--- src/source/jtag_pkg.sv ---
// Opcodes are IR_LEN wide and any code not listed decodes as BYPASS; bsr_t grows with NUM_PINS
package jtag_pkg;

  //////////////////////////////////////////////////
  // Instruction register
  //////////////////////////////////////////////////
  localparam int IR_LEN = 4;

  localparam logic [IR_LEN-1:0] OP_EXTEST = 4'b0000;  // Pins driven from the boundary chain
  localparam logic [IR_LEN-1:0] OP_SAMPLE = 4'b0001;  // SAMPLE_PRELOAD
  localparam logic [IR_LEN-1:0] OP_IDCODE = 4'b0010;  // Selected in Test-Logic-Reset
  localparam logic [IR_LEN-1:0] OP_DEBUG  = 4'b1000;  // 24-bit debug command chain
  localparam logic [IR_LEN-1:0] OP_MBIST  = 4'b1001;  // External MBIST chain
  localparam logic [IR_LEN-1:0] OP_BYPASS = 4'b1111;

  // Loaded at Capture-IR, low bits 01 as the standard asks
  localparam logic [IR_LEN-1:0] IR_CAPTURE = 4'b0101;

  //////////////////////////////////////////////////
  // Chain layouts
  //////////////////////////////////////////////////
  localparam int NUM_PINS = 8;

  // Data register strobes, one-hot TAP states
  typedef struct packed {
    logic capture_dr;
    logic shift_dr;
    logic pause_dr;
    logic update_dr;
  } tap_dr_t;

  // Boundary payload, core_out sits in the low bits and leaves first
  typedef struct packed {
    logic [NUM_PINS-1:0] pad_in;
    logic [NUM_PINS-1:0] core_out;
  } bsr_t;

  // Debug command in, debug status out
  typedef struct packed {
    logic [7:0]  addr;
    logic [15:0] data;
  } dbg_t;

endpackage

--- src/source/jtag_scan_reg.sv ---
// Needs payload_t of at least 2 bits; captures, shifts and updates only while select_i is high
`timescale 1ns/1ps

module jtag_scan_reg #(
  parameter type payload_t = logic [7:0]
) (
  input  logic              tck_pad_i,
  input  logic              trst_pad_i,
  input  logic              tdi_i,
  input  jtag_pkg::tap_dr_t dr_i,
  input  logic              select_i,         // Chain owns the DR path
  input  payload_t          capture_i,        // Loaded at Capture-DR
  output logic              tdo_o,            // Retimed on the falling edge
  output payload_t          update_o,
  output logic              update_strobe_o   // One tck wide
);

  localparam int W = $bits(payload_t);

  logic [W-1:0] shift_q;

  // Shift register, toward bit 0
  always_ff @(posedge tck_pad_i) begin
    if (select_i & dr_i.capture_dr) begin
      shift_q <= capture_i;
    end else if (select_i & dr_i.shift_dr) begin
      shift_q <= {tdi_i, shift_q[W-1:1]};   // TDI enters at the top
    end
  end

  // Update register and its strobe
  always_ff @(posedge tck_pad_i or posedge trst_pad_i) begin
    if (trst_pad_i) begin
      update_o        <= '0;
      update_strobe_o <= 1'b0;
    end else begin
      update_strobe_o <= select_i & dr_i.update_dr;  // Update-DR lasts one cycle
      if (select_i & dr_i.update_dr) begin
        update_o <= payload_t'(shift_q);
      end
    end
  end

  // Bit 0 out half a cycle later
  always_ff @(negedge tck_pad_i or posedge trst_pad_i) begin
    if (trst_pad_i) begin
      tdo_o <= 1'b0;
    end else begin
      tdo_o <= shift_q[0];
    end
  end

endmodule

--- src/source/jtag_boundary.sv ---
// Output cells only; pad_in is sampled but no input pins are overridden, no INTEST
`timescale 1ns/1ps

module jtag_boundary (
  input  logic                          tck_pad_i,
  input  logic                          trst_pad_i,
  input  logic                          tdi_i,
  input  jtag_pkg::tap_dr_t             dr_i,
  input  logic                          extest_select_i,
  input  logic                          sample_select_i,
  input  logic [jtag_pkg::NUM_PINS-1:0] pad_in_i,     // Pin levels seen at the pads
  input  logic [jtag_pkg::NUM_PINS-1:0] core_out_i,   // Functional core outputs
  output logic                          tdo_o,
  output logic [jtag_pkg::NUM_PINS-1:0] pad_out_o
);
  import jtag_pkg::*;

  bsr_t capture_w;
  bsr_t update_w;
  logic select_w;

  assign capture_w.pad_in   = pad_in_i;
  assign capture_w.core_out = core_out_i;

  assign select_w = extest_select_i | sample_select_i;  // Same cells for both

  //////////////////////////////////////////////////
  // Shared scan register
  //////////////////////////////////////////////////
  jtag_scan_reg #(
    .payload_t (bsr_t)
  ) bsr_chain (
    .tck_pad_i       (tck_pad_i),
    .trst_pad_i      (trst_pad_i),
    .tdi_i           (tdi_i),
    .dr_i            (dr_i),
    .select_i        (select_w),
    .capture_i       (capture_w),
    .tdo_o           (tdo_o),
    .update_o        (update_w),
    .update_strobe_o ()
  );

  // EXTEST hands the pins to the preloaded values
  assign pad_out_o = extest_select_i ? update_w.core_out : core_out_i;

endmodule

--- src/source/jtag_tap_ctrl.sv ---
// IEEE 1149.1 TAP; IDCODE_VALUE bit 0 must be 1, TDO and its enable change on the falling edge
`timescale 1ns/1ps

module jtag_tap_ctrl #(
  parameter logic [31:0] IDCODE_VALUE = 32'h149511c3
) (
  input  logic              tck_pad_i,
  input  logic              trst_pad_i,       // Async, active high
  input  logic              tms_pad_i,
  input  logic              tdi_pad_i,
  output logic              tdo_pad_o,
  output logic              tdo_padoe_o,      // Pad driver enable
  output jtag_pkg::tap_dr_t dr_o,             // DR strobes to all chains
  output logic              extest_select_o,
  output logic              sample_select_o,
  output logic              debug_select_o,
  output logic              mbist_select_o,
  input  logic              bs_tdo_i,         // Boundary chain, falling-edge retimed
  input  logic              debug_tdo_i,      // Debug chain, falling-edge retimed
  input  logic              mbist_tdo_i       // External MBIST return
);
  import jtag_pkg::*;

  // One-hot state bit positions
  localparam int S_TLR  = 0;   // Test-Logic-Reset
  localparam int S_RTI  = 1;   // Run-Test/Idle
  localparam int S_SDR  = 2;
  localparam int S_CDR  = 3;
  localparam int S_SHDR = 4;
  localparam int S_E1DR = 5;
  localparam int S_PDR  = 6;
  localparam int S_E2DR = 7;
  localparam int S_UDR  = 8;
  localparam int S_SIR  = 9;
  localparam int S_CIR  = 10;
  localparam int S_SHIR = 11;
  localparam int S_E1IR = 12;
  localparam int S_PIR  = 13;
  localparam int S_E2IR = 14;
  localparam int S_UIR  = 15;

  logic [15:0]       st_q;
  logic [15:0]       st_nxt;
  logic [3:0]        tms_q;            // Last four TMS samples
  logic              tms_reset;
  logic [IR_LEN-1:0] ir_q;             // Instruction shift register
  logic [IR_LEN-1:0] latched_ir;       // Active instruction
  logic [IR_LEN-1:0] latched_ir_neg;
  logic              shift_ir_neg;
  logic              ir_tdo;
  logic [31:0]       idcode_q;
  logic              idcode_tdo;
  logic              bypass_q;
  logic              bypass_tdo;
  logic              idcode_select;

  //////////////////////////////////////////////////
  // TAP state machine
  //////////////////////////////////////////////////
  always_ff @(posedge tck_pad_i or posedge trst_pad_i) begin
    if (trst_pad_i) begin
      tms_q <= '0;
    end else begin
      tms_q <= {tms_q[2:0], tms_pad_i};
    end
  end

  assign tms_reset = (&tms_q) & tms_pad_i;  // Five ones in a row

  always_comb begin
    st_nxt[S_TLR]  =  tms_pad_i & (st_q[S_TLR] | st_q[S_SIR]);
    st_nxt[S_RTI]  = ~tms_pad_i & (st_q[S_TLR] | st_q[S_RTI] | st_q[S_UDR] | st_q[S_UIR]);
    st_nxt[S_SDR]  =  tms_pad_i & (st_q[S_RTI] | st_q[S_UDR] | st_q[S_UIR]);
    // DR column
    st_nxt[S_CDR]  = ~tms_pad_i & st_q[S_SDR];
    st_nxt[S_SHDR] = ~tms_pad_i & (st_q[S_CDR] | st_q[S_SHDR] | st_q[S_E2DR]);
    st_nxt[S_E1DR] =  tms_pad_i & (st_q[S_CDR] | st_q[S_SHDR]);
    st_nxt[S_PDR]  = ~tms_pad_i & (st_q[S_E1DR] | st_q[S_PDR]);
    st_nxt[S_E2DR] =  tms_pad_i & st_q[S_PDR];
    st_nxt[S_UDR]  =  tms_pad_i & (st_q[S_E1DR] | st_q[S_E2DR]);
    // IR column
    st_nxt[S_SIR]  =  tms_pad_i & st_q[S_SDR];
    st_nxt[S_CIR]  = ~tms_pad_i & st_q[S_SIR];
    st_nxt[S_SHIR] = ~tms_pad_i & (st_q[S_CIR] | st_q[S_SHIR] | st_q[S_E2IR]);
    st_nxt[S_E1IR] =  tms_pad_i & (st_q[S_CIR] | st_q[S_SHIR]);
    st_nxt[S_PIR]  = ~tms_pad_i & (st_q[S_E1IR] | st_q[S_PIR]);
    st_nxt[S_E2IR] =  tms_pad_i & st_q[S_PIR];
    st_nxt[S_UIR]  =  tms_pad_i & (st_q[S_E1IR] | st_q[S_E2IR]);
  end

  always_ff @(posedge tck_pad_i or posedge trst_pad_i) begin
    if (trst_pad_i) begin
      st_q <= 16'(1) << S_TLR;
    end else if (tms_reset) begin
      st_q <= 16'(1) << S_TLR;   // Forced, whatever state we were in
    end else begin
      st_q <= st_nxt;
    end
  end

  assign dr_o.capture_dr = st_q[S_CDR];
  assign dr_o.shift_dr   = st_q[S_SHDR];
  assign dr_o.pause_dr   = st_q[S_PDR];
  assign dr_o.update_dr  = st_q[S_UDR];

  //////////////////////////////////////////////////
  // Instruction, IDCODE and bypass registers
  //////////////////////////////////////////////////
  always_ff @(posedge tck_pad_i or posedge trst_pad_i) begin
    if (trst_pad_i) begin
      ir_q <= '0;
    end else if (st_q[S_CIR]) begin
      ir_q <= IR_CAPTURE;                      // Fixed pattern for fault detection
    end else if (st_q[S_SHIR]) begin
      ir_q <= {tdi_pad_i, ir_q[IR_LEN-1:1]};   // LSB leaves first
    end
  end

  always_ff @(posedge tck_pad_i or posedge trst_pad_i) begin
    if (trst_pad_i) begin
      latched_ir <= OP_IDCODE;
    end else if (tms_reset | st_q[S_TLR]) begin
      latched_ir <= OP_IDCODE;
    end else if (st_q[S_UIR]) begin
      latched_ir <= ir_q;   // Takes effect leaving Update-IR
    end
  end

  // Reloads whenever it is not shifting
  always_ff @(posedge tck_pad_i) begin
    if (idcode_select & st_q[S_SHDR]) begin
      idcode_q <= {tdi_pad_i, idcode_q[31:1]};
    end else begin
      idcode_q <= IDCODE_VALUE;
    end
  end

  always_ff @(posedge tck_pad_i or posedge trst_pad_i) begin
    if (trst_pad_i) begin
      bypass_q <= 1'b0;
    end else if (st_q[S_CDR]) begin
      bypass_q <= 1'b0;   // Bypass stream starts with a zero
    end else if (st_q[S_SHDR]) begin
      bypass_q <= tdi_pad_i;
    end
  end

  //////////////////////////////////////////////////
  // Decode and TDO
  //////////////////////////////////////////////////
  always_comb begin
    extest_select_o = 1'b0;
    sample_select_o = 1'b0;
    idcode_select   = 1'b0;
    debug_select_o  = 1'b0;
    mbist_select_o  = 1'b0;
    case (latched_ir)
      OP_EXTEST: extest_select_o = 1'b1;
      OP_SAMPLE: sample_select_o = 1'b1;
      OP_IDCODE: idcode_select   = 1'b1;
      OP_DEBUG:  debug_select_o  = 1'b1;
      OP_MBIST:  mbist_select_o  = 1'b1;
      default:   ;                         // BYPASS and unknown codes
    endcase
  end

  // Falling-edge copies, so TDO is stable at the next rising edge
  always_ff @(negedge tck_pad_i or posedge trst_pad_i) begin
    if (trst_pad_i) begin
      shift_ir_neg   <= 1'b0;
      latched_ir_neg <= OP_IDCODE;
      ir_tdo         <= 1'b0;
      idcode_tdo     <= 1'b0;
      bypass_tdo     <= 1'b0;
      tdo_padoe_o    <= 1'b0;
    end else begin
      shift_ir_neg   <= st_q[S_SHIR];
      latched_ir_neg <= latched_ir;
      ir_tdo         <= ir_q[0];
      idcode_tdo     <= idcode_q[0];
      bypass_tdo     <= bypass_q;
      tdo_padoe_o    <= st_q[S_SHIR] | st_q[S_SHDR] | (st_q[S_PDR] & debug_select_o);
    end
  end

  always_comb begin
    if (shift_ir_neg) begin
      tdo_pad_o = ir_tdo;
    end else begin
      case (latched_ir_neg)
        OP_IDCODE: tdo_pad_o = idcode_tdo;
        OP_EXTEST: tdo_pad_o = bs_tdo_i;
        OP_SAMPLE: tdo_pad_o = bs_tdo_i;
        OP_DEBUG:  tdo_pad_o = debug_tdo_i;
        OP_MBIST:  tdo_pad_o = mbist_tdo_i;
        default:   tdo_pad_o = bypass_tdo;
      endcase
    end
  end

endmodule

--- src/source/jtag_top.sv ---
// All logic runs on tck_pad_i; dbg_cmd_o holds until the next DEBUG update, MBIST chain is external
`timescale 1ns/1ps

module jtag_top #(
  parameter logic [31:0] IDCODE_VALUE = 32'h149511c3
) (
  input  logic                          tck_pad_i,
  input  logic                          trst_pad_i,
  input  logic                          tms_pad_i,
  input  logic                          tdi_pad_i,
  output logic                          tdo_pad_o,
  output logic                          tdo_padoe_o,
  output logic                          tdo_o,          // TDI passed on to the MBIST chain
  input  logic [jtag_pkg::NUM_PINS-1:0] pad_in_i,
  input  logic [jtag_pkg::NUM_PINS-1:0] core_out_i,
  output logic [jtag_pkg::NUM_PINS-1:0] pad_out_o,
  output logic                          mbist_select_o,
  input  logic                          mbist_tdo_i,
  input  jtag_pkg::dbg_t                dbg_status_i,   // Captured by DEBUG
  output jtag_pkg::dbg_t                dbg_cmd_o,
  output logic                          dbg_strobe_o    // New dbg_cmd_o
);
  import jtag_pkg::*;

  tap_dr_t dr_w;
  logic    extest_sel;
  logic    sample_sel;
  logic    debug_sel;
  logic    bs_tdo;
  logic    debug_tdo;

  assign tdo_o = tdi_pad_i;

  jtag_tap_ctrl #(
    .IDCODE_VALUE (IDCODE_VALUE)
  ) tap_ctrl (
    .tck_pad_i       (tck_pad_i),
    .trst_pad_i      (trst_pad_i),
    .tms_pad_i       (tms_pad_i),
    .tdi_pad_i       (tdi_pad_i),
    .tdo_pad_o       (tdo_pad_o),
    .tdo_padoe_o     (tdo_padoe_o),
    .dr_o            (dr_w),
    .extest_select_o (extest_sel),
    .sample_select_o (sample_sel),
    .debug_select_o  (debug_sel),
    .mbist_select_o  (mbist_select_o),
    .bs_tdo_i        (bs_tdo),
    .debug_tdo_i     (debug_tdo),
    .mbist_tdo_i     (mbist_tdo_i)
  );

  jtag_boundary boundary (
    .tck_pad_i       (tck_pad_i),
    .trst_pad_i      (trst_pad_i),
    .tdi_i           (tdi_pad_i),
    .dr_i            (dr_w),
    .extest_select_i (extest_sel),
    .sample_select_i (sample_sel),
    .pad_in_i        (pad_in_i),
    .core_out_i      (core_out_i),
    .tdo_o           (bs_tdo),
    .pad_out_o       (pad_out_o)
  );

  // Status out, command in, one strobe per update
  jtag_scan_reg #(
    .payload_t (dbg_t)
  ) debug_chain (
    .tck_pad_i       (tck_pad_i),
    .trst_pad_i      (trst_pad_i),
    .tdi_i           (tdi_pad_i),
    .dr_i            (dr_w),
    .select_i        (debug_sel),
    .capture_i       (dbg_status_i),
    .tdo_o           (debug_tdo),
    .update_o        (dbg_cmd_o),
    .update_strobe_o (dbg_strobe_o)
  );

endmodule

--- config.mk ---
export PLATFORM = sky130hd
export DESIGN_NAME = jtag_top
export DESIGN_NICKNAME = d
export VERILOG_FILES = /design/src/source/jtag_pkg.sv /design/src/source/jtag_scan_reg.sv /design/src/source/jtag_boundary.sv /design/src/source/jtag_tap_ctrl.sv /design/src/source/jtag_top.sv
export SDC_FILE = /design/constraint.sdc
export NUM_CORES = 1
export LEC_CHECK = 0
export BUFFER_PORTS_ARGS = -buffer_cell sky130_fd_sc_hd__buf_2
export CORE_MARGIN = 10
export CORE_UTILIZATION = 39
export DETAILED_ROUTE_END_ITERATION = 8
export GPL_TIMING_DRIVEN = 0
export PLACE_DENSITY = 0.57
export SLEW_MARGIN = 25
export SYNTH_ARGS = -nofsm -noshare
export SYNTH_HDL_FRONTEND = slang
export SYNTH_HIERARCHICAL = 1
export SYNTH_SLANG_ARGS = --single-unit
--- constraint.sdc ---
create_clock -name tck_pad_i -period 3 [get_ports tck_pad_i]
set_input_delay 0 -clock tck_pad_i [delete_from_list [all_inputs] [get_ports tck_pad_i]]
set_output_delay 0 -clock tck_pad_i [all_outputs]
set_load 0.05 [all_outputs]
# Word level (Yosys, flattened, before mapping)
# Index checks and enable logic that the tools add are counted.
# totals
register_bits	145
out_inout_bits	37
word_cells	100
# classes
eq_ne	8
mux	19
n_bitwise	44
reduce_logical	9
# op_table
operator	count
$mux W16	3
$mux W24	2
$and A1 B1 Y1	25
$or A1 B1 Y1	18
$eq A4 B4 Y1 const B	4
$mux W4	4
$reduce_bool A2 Y1	5
$eq A4 B1 Y1 const B	2
$eq A4 B2 Y1 const B	2
$logic_not A4 Y1	2
$mux W1	8
$mux W8	1
$pmux W1 S4	1
$reduce_and A4 Y1	1
$reduce_or A2 Y1	1
$not A1 Y1	1

# Longest topological paths before layout
# Gate-level depths: netlist (run 1).
# depth
word_depth	6
mapped_depth	6
mapped_depth_nobuf	4

# By module
# Netlist (run 1), hierarchy kept.
# modules_own_cells
module	instances	cells_per_inst	area_each_um2	seq_area_each_um2
jtag_tap_ctrl	1	181	2267.2	1595.3
jtag_scan_reg at debug_chain	1	107	1989.4	1371.3
jtag_scan_reg at boundary.bsr_chain	1	73	1341.3	930.9
jtag_boundary	1	10	137.6	0.0
jtag_top	1	1	7.5	0.0

==> impl_summary.txt, run 1 <==
----------------------------------------------------
[Die]
  Overall die height ... around 140 um
  Area inside the core boundary ... 13720 sq um
  Initial standard-cell utilization of the core ... 0.3948
  Die outline width ... 137.9 um
  Die Outline Area ... ~19000 sq um
  Cell row count ... 43
  Ports placed on the boundary ... between 80 and 90

[Power and ir drop]
  Internal power contribution ... approximately 3.9 mW
  Register share of total power ... 0.451
  Power density relative to cell area ... 746.1 nW/um^2
  Overall power after layout ... between 5 and 6 mW
  Switching portion of total power ... 0.2669
  Net switching power ... 1.417 mW
  Share of total power in combinational logic ... 0.164
  Max rail drop VDD ... around 0.00035 V
  Clock group share of total power ... 0.385
  Leak ... roughly 3.2 nW

[CTS]
  Maximum number of buffers from clock root to sink ... 2
  Number of buffers inserted during clock tree synthesis ... 17
  Post-CTS setup repair buffer count ... 0
  CTS H-tree depth ... 4
  Total number of clock tree sinks ... ~150
  Clock root cell ... sky130_fd_sc_hd__clkbuf_16
  Clock slew at the register clock pins of the worst setup and hold paths ... 0.06 ns
  TritonCTS clock tree ... done
  Clk_lat worst skew ... slightly above 0.4 ns

[Drt]
  Iter 0 DRT Violations ... about 160
  Vias after detailed routing ... roughly 3.2k
  Number of remaining DRC errors ... 0
  Mean number of vias per cell ... roughly 4.6
  Routed wire length per instance ... 15.32 um
  Total iterations of the first detailed-routing run ... 4
  Post-DRT Antenna Nets ... 0
  Wire length after detailed routing ... around 11000 um

[Logic synthesis]
  Cell Area, Synth ... about 5400 sq um
  Mapped Nets ... around 400
  Synthesized netlist cell count ... between 300 and 400
  Yosys warning total ... 6
  Post-Synthesis Mean Instance Area ... approximately 15 sq um

[Placement]
  Routability cong. ... roughly 0.70
  Pre-CTS WS ... -0.1280 ns
  Placed standard-cell area ... slightly above 6000 sq um
  Post-detail-place hpwl ... 6954 um
  Port Buffers ... 81
  Cell Count Post-Placement ... between 600 and 700

[Final layout]
  Area taken by flip-flops and latches ... approximately 3700 sq um
  Proportion of layout cells with a drive suffix above 1 ... 0.4342
  Layout overhead on the synthesized area ... 31.35%
  Post-layout net count ... roughly 540
  Count of fill cells added during filler insertion ... between 1k and 1.5k
  End-of-flow core utilization ... 0.5186
  Filler-free cell count of the finished design ... approximately 690
  Area of all placed cells without fillers ... just over 7000 sq um
  Antenna diode count ... 0
  Multi-input gate area in the final layout ... 1619 sq um

[Worst setup path]
  Kind of critical path ... reg -> out
  Max Fanout on Critical Path ... 6
  Cell breakdown of the critical path ... or4b_4 > a31oi_4 > o41ai_4 > buf_6
  Endpoint required time on the critical path ... approximately 3.0 ns
  Sort of element at the end of the critical path ... output pin
  Buffers plus inverters on the worst setup path ... 1
  Worst-case reg-to-reg path depth ... 2
  Levels on crit path ... 4
  Delay-heaviest family, CP ... flip-flops
  Reg2Reg Setup Slack ... 0.29 ns
  Worst reg2reg path endpoint ... tap_ctrl/tdo_padoe_o$_DFF_NP0_
  CP Launch Type ... flop
  Maximum cell stage delay along the critical path ... between 0.5 and 0.6 ns
  Beginning of the worst register-to-register path ... tap_ctrl/latched_ir[3]$_DFFE_PP0P_
  Critical Path Slowest Stage Cell ... sky130_fd_sc_hd__dfstp_2
  CP Data Arrival Time ... 3.43 ns

[Timing]
  Final hold violation count ... 0
  Total Negative Setup Slacks ... -0.4294 ns
  Slew at the pin closest to its max-slew limit ... 0.7827 ns
  Final Max Tran Viols ... 0
  Worst-case headroom to the max-slew limit ... 0.4774
  Fin Clk Skew ... ~0.023 ns
  Final setup violation count ... 1
  Unrepaired setup endpoints after global routing ... yes
  Worst path setup slack after routing ... -0.4294 ns
  Worst hold margin ... between 0.15 and 0.2 ns

[Global routing]
  Maximum number of pins on one net before global-route repair ... 39
  Overall global routing resource usage ... 0.1189
  Antenna violations before repair ... 0
  Number of global-route vias before repair ... about 3.4k
  Wire length of the first global-routing pass ... 17280 um
  Total congestion overflow after global routing ... 0

[Run]
  Max-cap viol count ... 0

[Run status]
  Failing checks ... negative setup slack
  Result of the run ... finished, violations left

[Hold path]
  Worst Hold Class ... in -> async

----------------------------------------------------
worst max-delay path by stage:
stage	startpoint	end	slack, ns
2_1_floorplan	tap_ctrl/latched_ir_neg[1]$_DFF_NP1_	tdo_pad_o	0.02
3_3_place_gp	tap_ctrl/latched_ir_neg[1]$_DFF_NP1_	tdo_pad_o	-0.10
3_5_place_dp	tap_ctrl/latched_ir_neg[1]$_DFF_NP1_	tdo_pad_o	-0.13
4_1_cts	tap_ctrl/latched_ir_neg[1]$_DFF_NP1_	tdo_pad_o	-0.45
5_1_grt	tap_ctrl/latched_ir_neg[1]$_DFF_NP1_	tdo_pad_o	-0.50
6_report	tap_ctrl/latched_ir_neg[1]$_DFF_NP1_	tdo_pad_o	-0.43
state kept, by name (all words and copies together) (netlist names), 4 cells and up:
| signal | flops |
|---|---|
| boundary/bsr_chain/shift_q | 16 |
| boundary/bsr_chain/update_o | 8 |
| debug_chain/shift_q | 24 |
| debug_chain/update_o | 24 |
| tap_ctrl/idcode_q | 32 |
| tap_ctrl/ir_q | 4 |
| tap_ctrl/latched_ir | 4 |
| tap_ctrl/latched_ir_neg | 4 |
| tap_ctrl/st_q | 16 |
| tap_ctrl/tms_q | 4 |
tightest hold or removal path: stages:
cell,delay (ns)
sky130_fd_sc_hd__dlygate4sd3_1,0.53
sky130_fd_sc_hd__buf_2,0.15
sky130_fd_sc_hd__inv_1,0.29
metal layers:
metal | part of all wire | vias to the layer above | track usage
li1 | - | 1520 | -
met1 | 0.44 | 1574 | 0.1432
met2 | 0.48 | 57 | 0.1854
met3 | 0.060 | 17 | 0.04203
met4 | 0.015 | 0 | 0.05910
met5 | 0 | - | 0
what timing repair did:
action / CTS / global route
gates resized for setup: 5 / 1
hold endpoints to repair: 108 / 0
setup endpoints to repair: 1 / 2
hold buffers: 43 / 0
pin swaps: 2 / 0
layout make-up:
class | instances | share of cell area
clock inverter | 11 | 0.01161
inverter | 7 | 0.003693
clock buffer | 22 | 0.07123
tap | 180 | 0.03166
timing repair buffer | 124 | 0.1184
sequential | 145 | 0.5162
multi-input combinational | 183 | 0.2276
buffer | 17 | 0.01970
placed cells by master, fill, tap and decap left out, drive strengths merged, types with 2 or more instances in the layout:
master and n:
buf 93, mux2 80, dfrtp 60, dlygate4sd3 43
edfxtp 40, dfxtp 32, clkbuf 27, nor2 24
and2 20, nand2b 12, inv 12, dfrtn 10
nand2 7, mux2i 6, nor2b 5, clkinv 5
a211o 4, o21a 4, nor3 3, dfstp 3
nor4b 3, and3 2, a21oi 2, or4b 2
nor4 2
power by group through the flow:
| stage | clock network (mW) | registers [mW] | logic [mW] |
|---|---|---|---|
| 2_1_floorplan | 0.00417 | 2.51 | 0.527 |
| 3_3_place_gp | 0.00417 | 2.42 | 0.808 |
| 3_5_place_dp | 0.00417 | 2.43 | 0.821 |
| 4_1_cts | 2.11 | 2.39 | 0.884 |
| 5_1_grt | 2.21 | 2.42 | 0.936 |
| 6_report | 2.05 | 2.39 | 0.869 |
(Power assumes the default switching activity.)
==> run 2, diff against run 1 <==
--- a/config.mk
+++ b/config.mk
@@ -6,6 +6,7 @@
 export NUM_CORES = 1
 export LEC_CHECK = 0
 export BUFFER_PORTS_ARGS = -buffer_cell sky130_fd_sc_hd__buf_2
+export CORE_ASPECT_RATIO = 0.75
 export CORE_MARGIN = 10
 export CORE_UTILIZATION = 39
 export DETAILED_ROUTE_END_ITERATION = 8
==> run 2 against run 1 <==
- the run still ends with negative setup slack left
- via count is 0.85% lower
- combinational power increased by 1%
- clock skew rose by 0.0011 ns
- sequential power about the same
- global-route usage decreased by 0.25 points
- flip-flop and latch count unchanged
- clock-buffer cell count decreased by 1
- cell area shrank 0.28%
- critical endpoint unchanged
==> impl_summary.txt, run 2 (synthesis gave the netlist of run 1 again) <==
----------------------------------------------------
[Timing]
  Worst-case headroom to the max-slew limit ... 0.4891
  Final Max Tran Viols ... 0
  Worst path setup slack after routing ... -0.4308 ns
  Final setup violation count ... 1
  Slew at the pin closest to its max-slew limit ... ~0.77 ns
  Final hold violation count ... 0
  Unrepaired setup endpoints after global routing ... yes
  Fin Clk Skew ... 0.02442 ns

[Global routing]
  Maximum number of pins on one net before global-route repair ... 39
  Number of global-route vias before repair ... between 3k and 4k
  Total congestion overflow after global routing ... 0
  Antenna violations before repair ... 0
  Wire length of the first global-routing pass ... roughly 17000 um
  Overall global routing resource usage ... 0.1164

[Hold path]
  Worst Hold Class ... in -> async

[Final layout]
  Commonest cells after routing, fill and taps aside ... sky130_fd_sc_hd__buf_2, sky130_fd_sc_hd__mux2_2, sky130_fd_sc_hd__dfrtp_1
  Antenna diode count ... 0
  Largest registers ... tap_ctrl/idcode_q x32, debug_chain/shift_q x24, debug_chain/update_o x24
  Area of all placed cells without fillers ... between 7000 and 8000 sq um
  Largest register by flop count ... tap_ctrl/idcode_q
  Flip-flop count of the largest register after layout ... 32
  Layout overhead on the synthesized area ... 30.98%
  Proportion of layout cells with a drive suffix above 1 ... 0.4263
  Post-layout net count ... 541
  Most common cell after layout, fill and taps aside ... sky130_fd_sc_hd__buf_2

[Drt]
  Wire length after detailed routing ... approximately 11000 um
  Routed wire length per instance ... 15.74 um
  Total iterations of the first detailed-routing run ... 5
  Number of remaining DRC errors ... 0
  Mean number of vias per cell ... roughly 4.6
  Vias after detailed routing ... around 3.1k
  Post-DRT Antenna Nets ... 0
  Iter 0 DRT Violations ... 119

[Power and ir drop]
  Max rail drop VDD ... between 0.0004 and 0.0005 V
  Leak ... around 3.2 nW
  Power density relative to cell area ... approximately 750 nW/um^2

[CTS]
  Clk_lat worst skew ... 0.41 ns
  Clock root cell ... sky130_fd_sc_hd__clkbuf_16
  Post-CTS setup repair buffer count ... 0
  Number of buffers inserted during clock tree synthesis ... 17
  CTS H-tree depth ... 4
  TritonCTS clock tree ... done
  Maximum number of buffers from clock root to sink ... 2
  Clock slew at the register clock pins of the worst setup and hold paths ... 0.05 ns
  Total number of clock tree sinks ... around 150

[Die]
  Initial standard-cell utilization of the core ... 0.3966
  Overall die height ... 122.1 um
  Ports placed on the boundary ... 82
  Cell row count ... 37
  Die outline width ... ~160 um
  Die Outline Area ... roughly 19000 sq um
  Area inside the core boundary ... 13660 sq um

[Worst setup path]
  Kind of critical path ... reg -> out
  CP Launch Type ... flop
  Max Fanout on Critical Path ... 6
  CP Data Arrival Time ... approximately 3.4 ns
  Endpoint required time on the critical path ... around 3.0 ns
  Sort of element at the end of the critical path ... output pin

[Run status]
  Result of the run ... finished, violations left
  Failing checks ... negative setup slack

[Placement]
  Port Buffers ... between 80 and 90
  Placed standard-cell area ... just over 6000 sq um
  Post-detail-place hpwl ... 7412 um
  Pre-CTS WS ... -0.1319 ns
  Routability cong. ... between 0.7 and 0.8

[Run]
  Max-cap viol count ... 0

----------------------------------------------------
==> run 2: final timing paths <==
path	start	to	slack, ns	depth (start not counted)
setup reg to reg	tap_ctrl/latched_ir[3]$_DFFE_PP0P_	tap_ctrl/tdo_padoe_o$_DFF_NP0_	0.21	2
hold reg to reg	tap_ctrl/tms_q[2]$_DFF_PP0_	tap_ctrl/tms_q[3]$_DFF_PP0_	0.37	0
setup / recovery	tap_ctrl/latched_ir_neg[1]$_DFF_NP1_	tdo_pad_o	-0.43	4
hold / removal	trst_pad_i	boundary/bsr_chain/update_o[1]$_DFFE_PP0P_	0.18	3
max in group asynchronous	trst_pad_i	tap_ctrl/tdo_padoe_o$_DFF_NP0_	0.75	3
min in group tck_pad_i	tms_pad_i	tap_ctrl/tms_q[0]$_DFF_PP0_	0.29	2
==> run 2: power breakdown <==
group          internal (mW)  switching [mW]  leakage, nW
Sequential              2.25           0.144         1.58
Clock                   1.27           0.759        0.287
Combinational          0.364           0.515         1.32
==> run 2: final cells by class <==
type                    count  area (sq um)
plain buffers              17         140.1
clock buffers              21         461.7
flip-flops and latches    145          3672
well taps                 175         219.0
repair buffers            124         842.1
clock inverters            12         113.9
multi-input cells         183          1619
inverters                   7         26.28
fillers                  1154          6563
==> run 2: per-layer routing <==
metal	track usage	vias up	wire length, um	share of wire
met4	0.05474	0	180	0.017
met5	0	-	0	0
met1	0.1500	1546	5219	0.48
met2	0.1720	61	4792	0.45
li1	-	1519	-	-
met3	0.04225	15	573	0.053
==> run 2: what timing repair did <==
item | in CTS | in global routing
setup endpoints to repair | 2 | 1
hold buffers | 43 | 0
resized for setup | 6 | 0
endpoints found under the hold margin | 106 | 0
pin swaps | 2 | 0
==> run 2: critical path: stages, from the launching register on <==
cell and delay [ns]:
sky130_fd_sc_hd__dfstp_2 0.55, sky130_fd_sc_hd__or4b_4 0.48, sky130_fd_sc_hd__a31oi_4 0.17, sky130_fd_sc_hd__o41ai_4 0.12, sky130_fd_sc_hd__buf_6 0.17
==> run 2: stage by stage <==
step	TNS (ns)	util	total power, mW	instances	hold slack [ns]
after floorplan	0	-	3.038	353	-0.1721
after global placement	-0.1878	0.4437	3.237	609	0.04072
after detailed placement	-0.2021	0.4438	3.261	609	0.03895
after CTS	-0.4494	0.5195	5.380	684	0.1882
after global routing	-0.4963	0.5195	5.545	684	0.1992
final	-0.4308	0.5195	5.300	684	0.1765
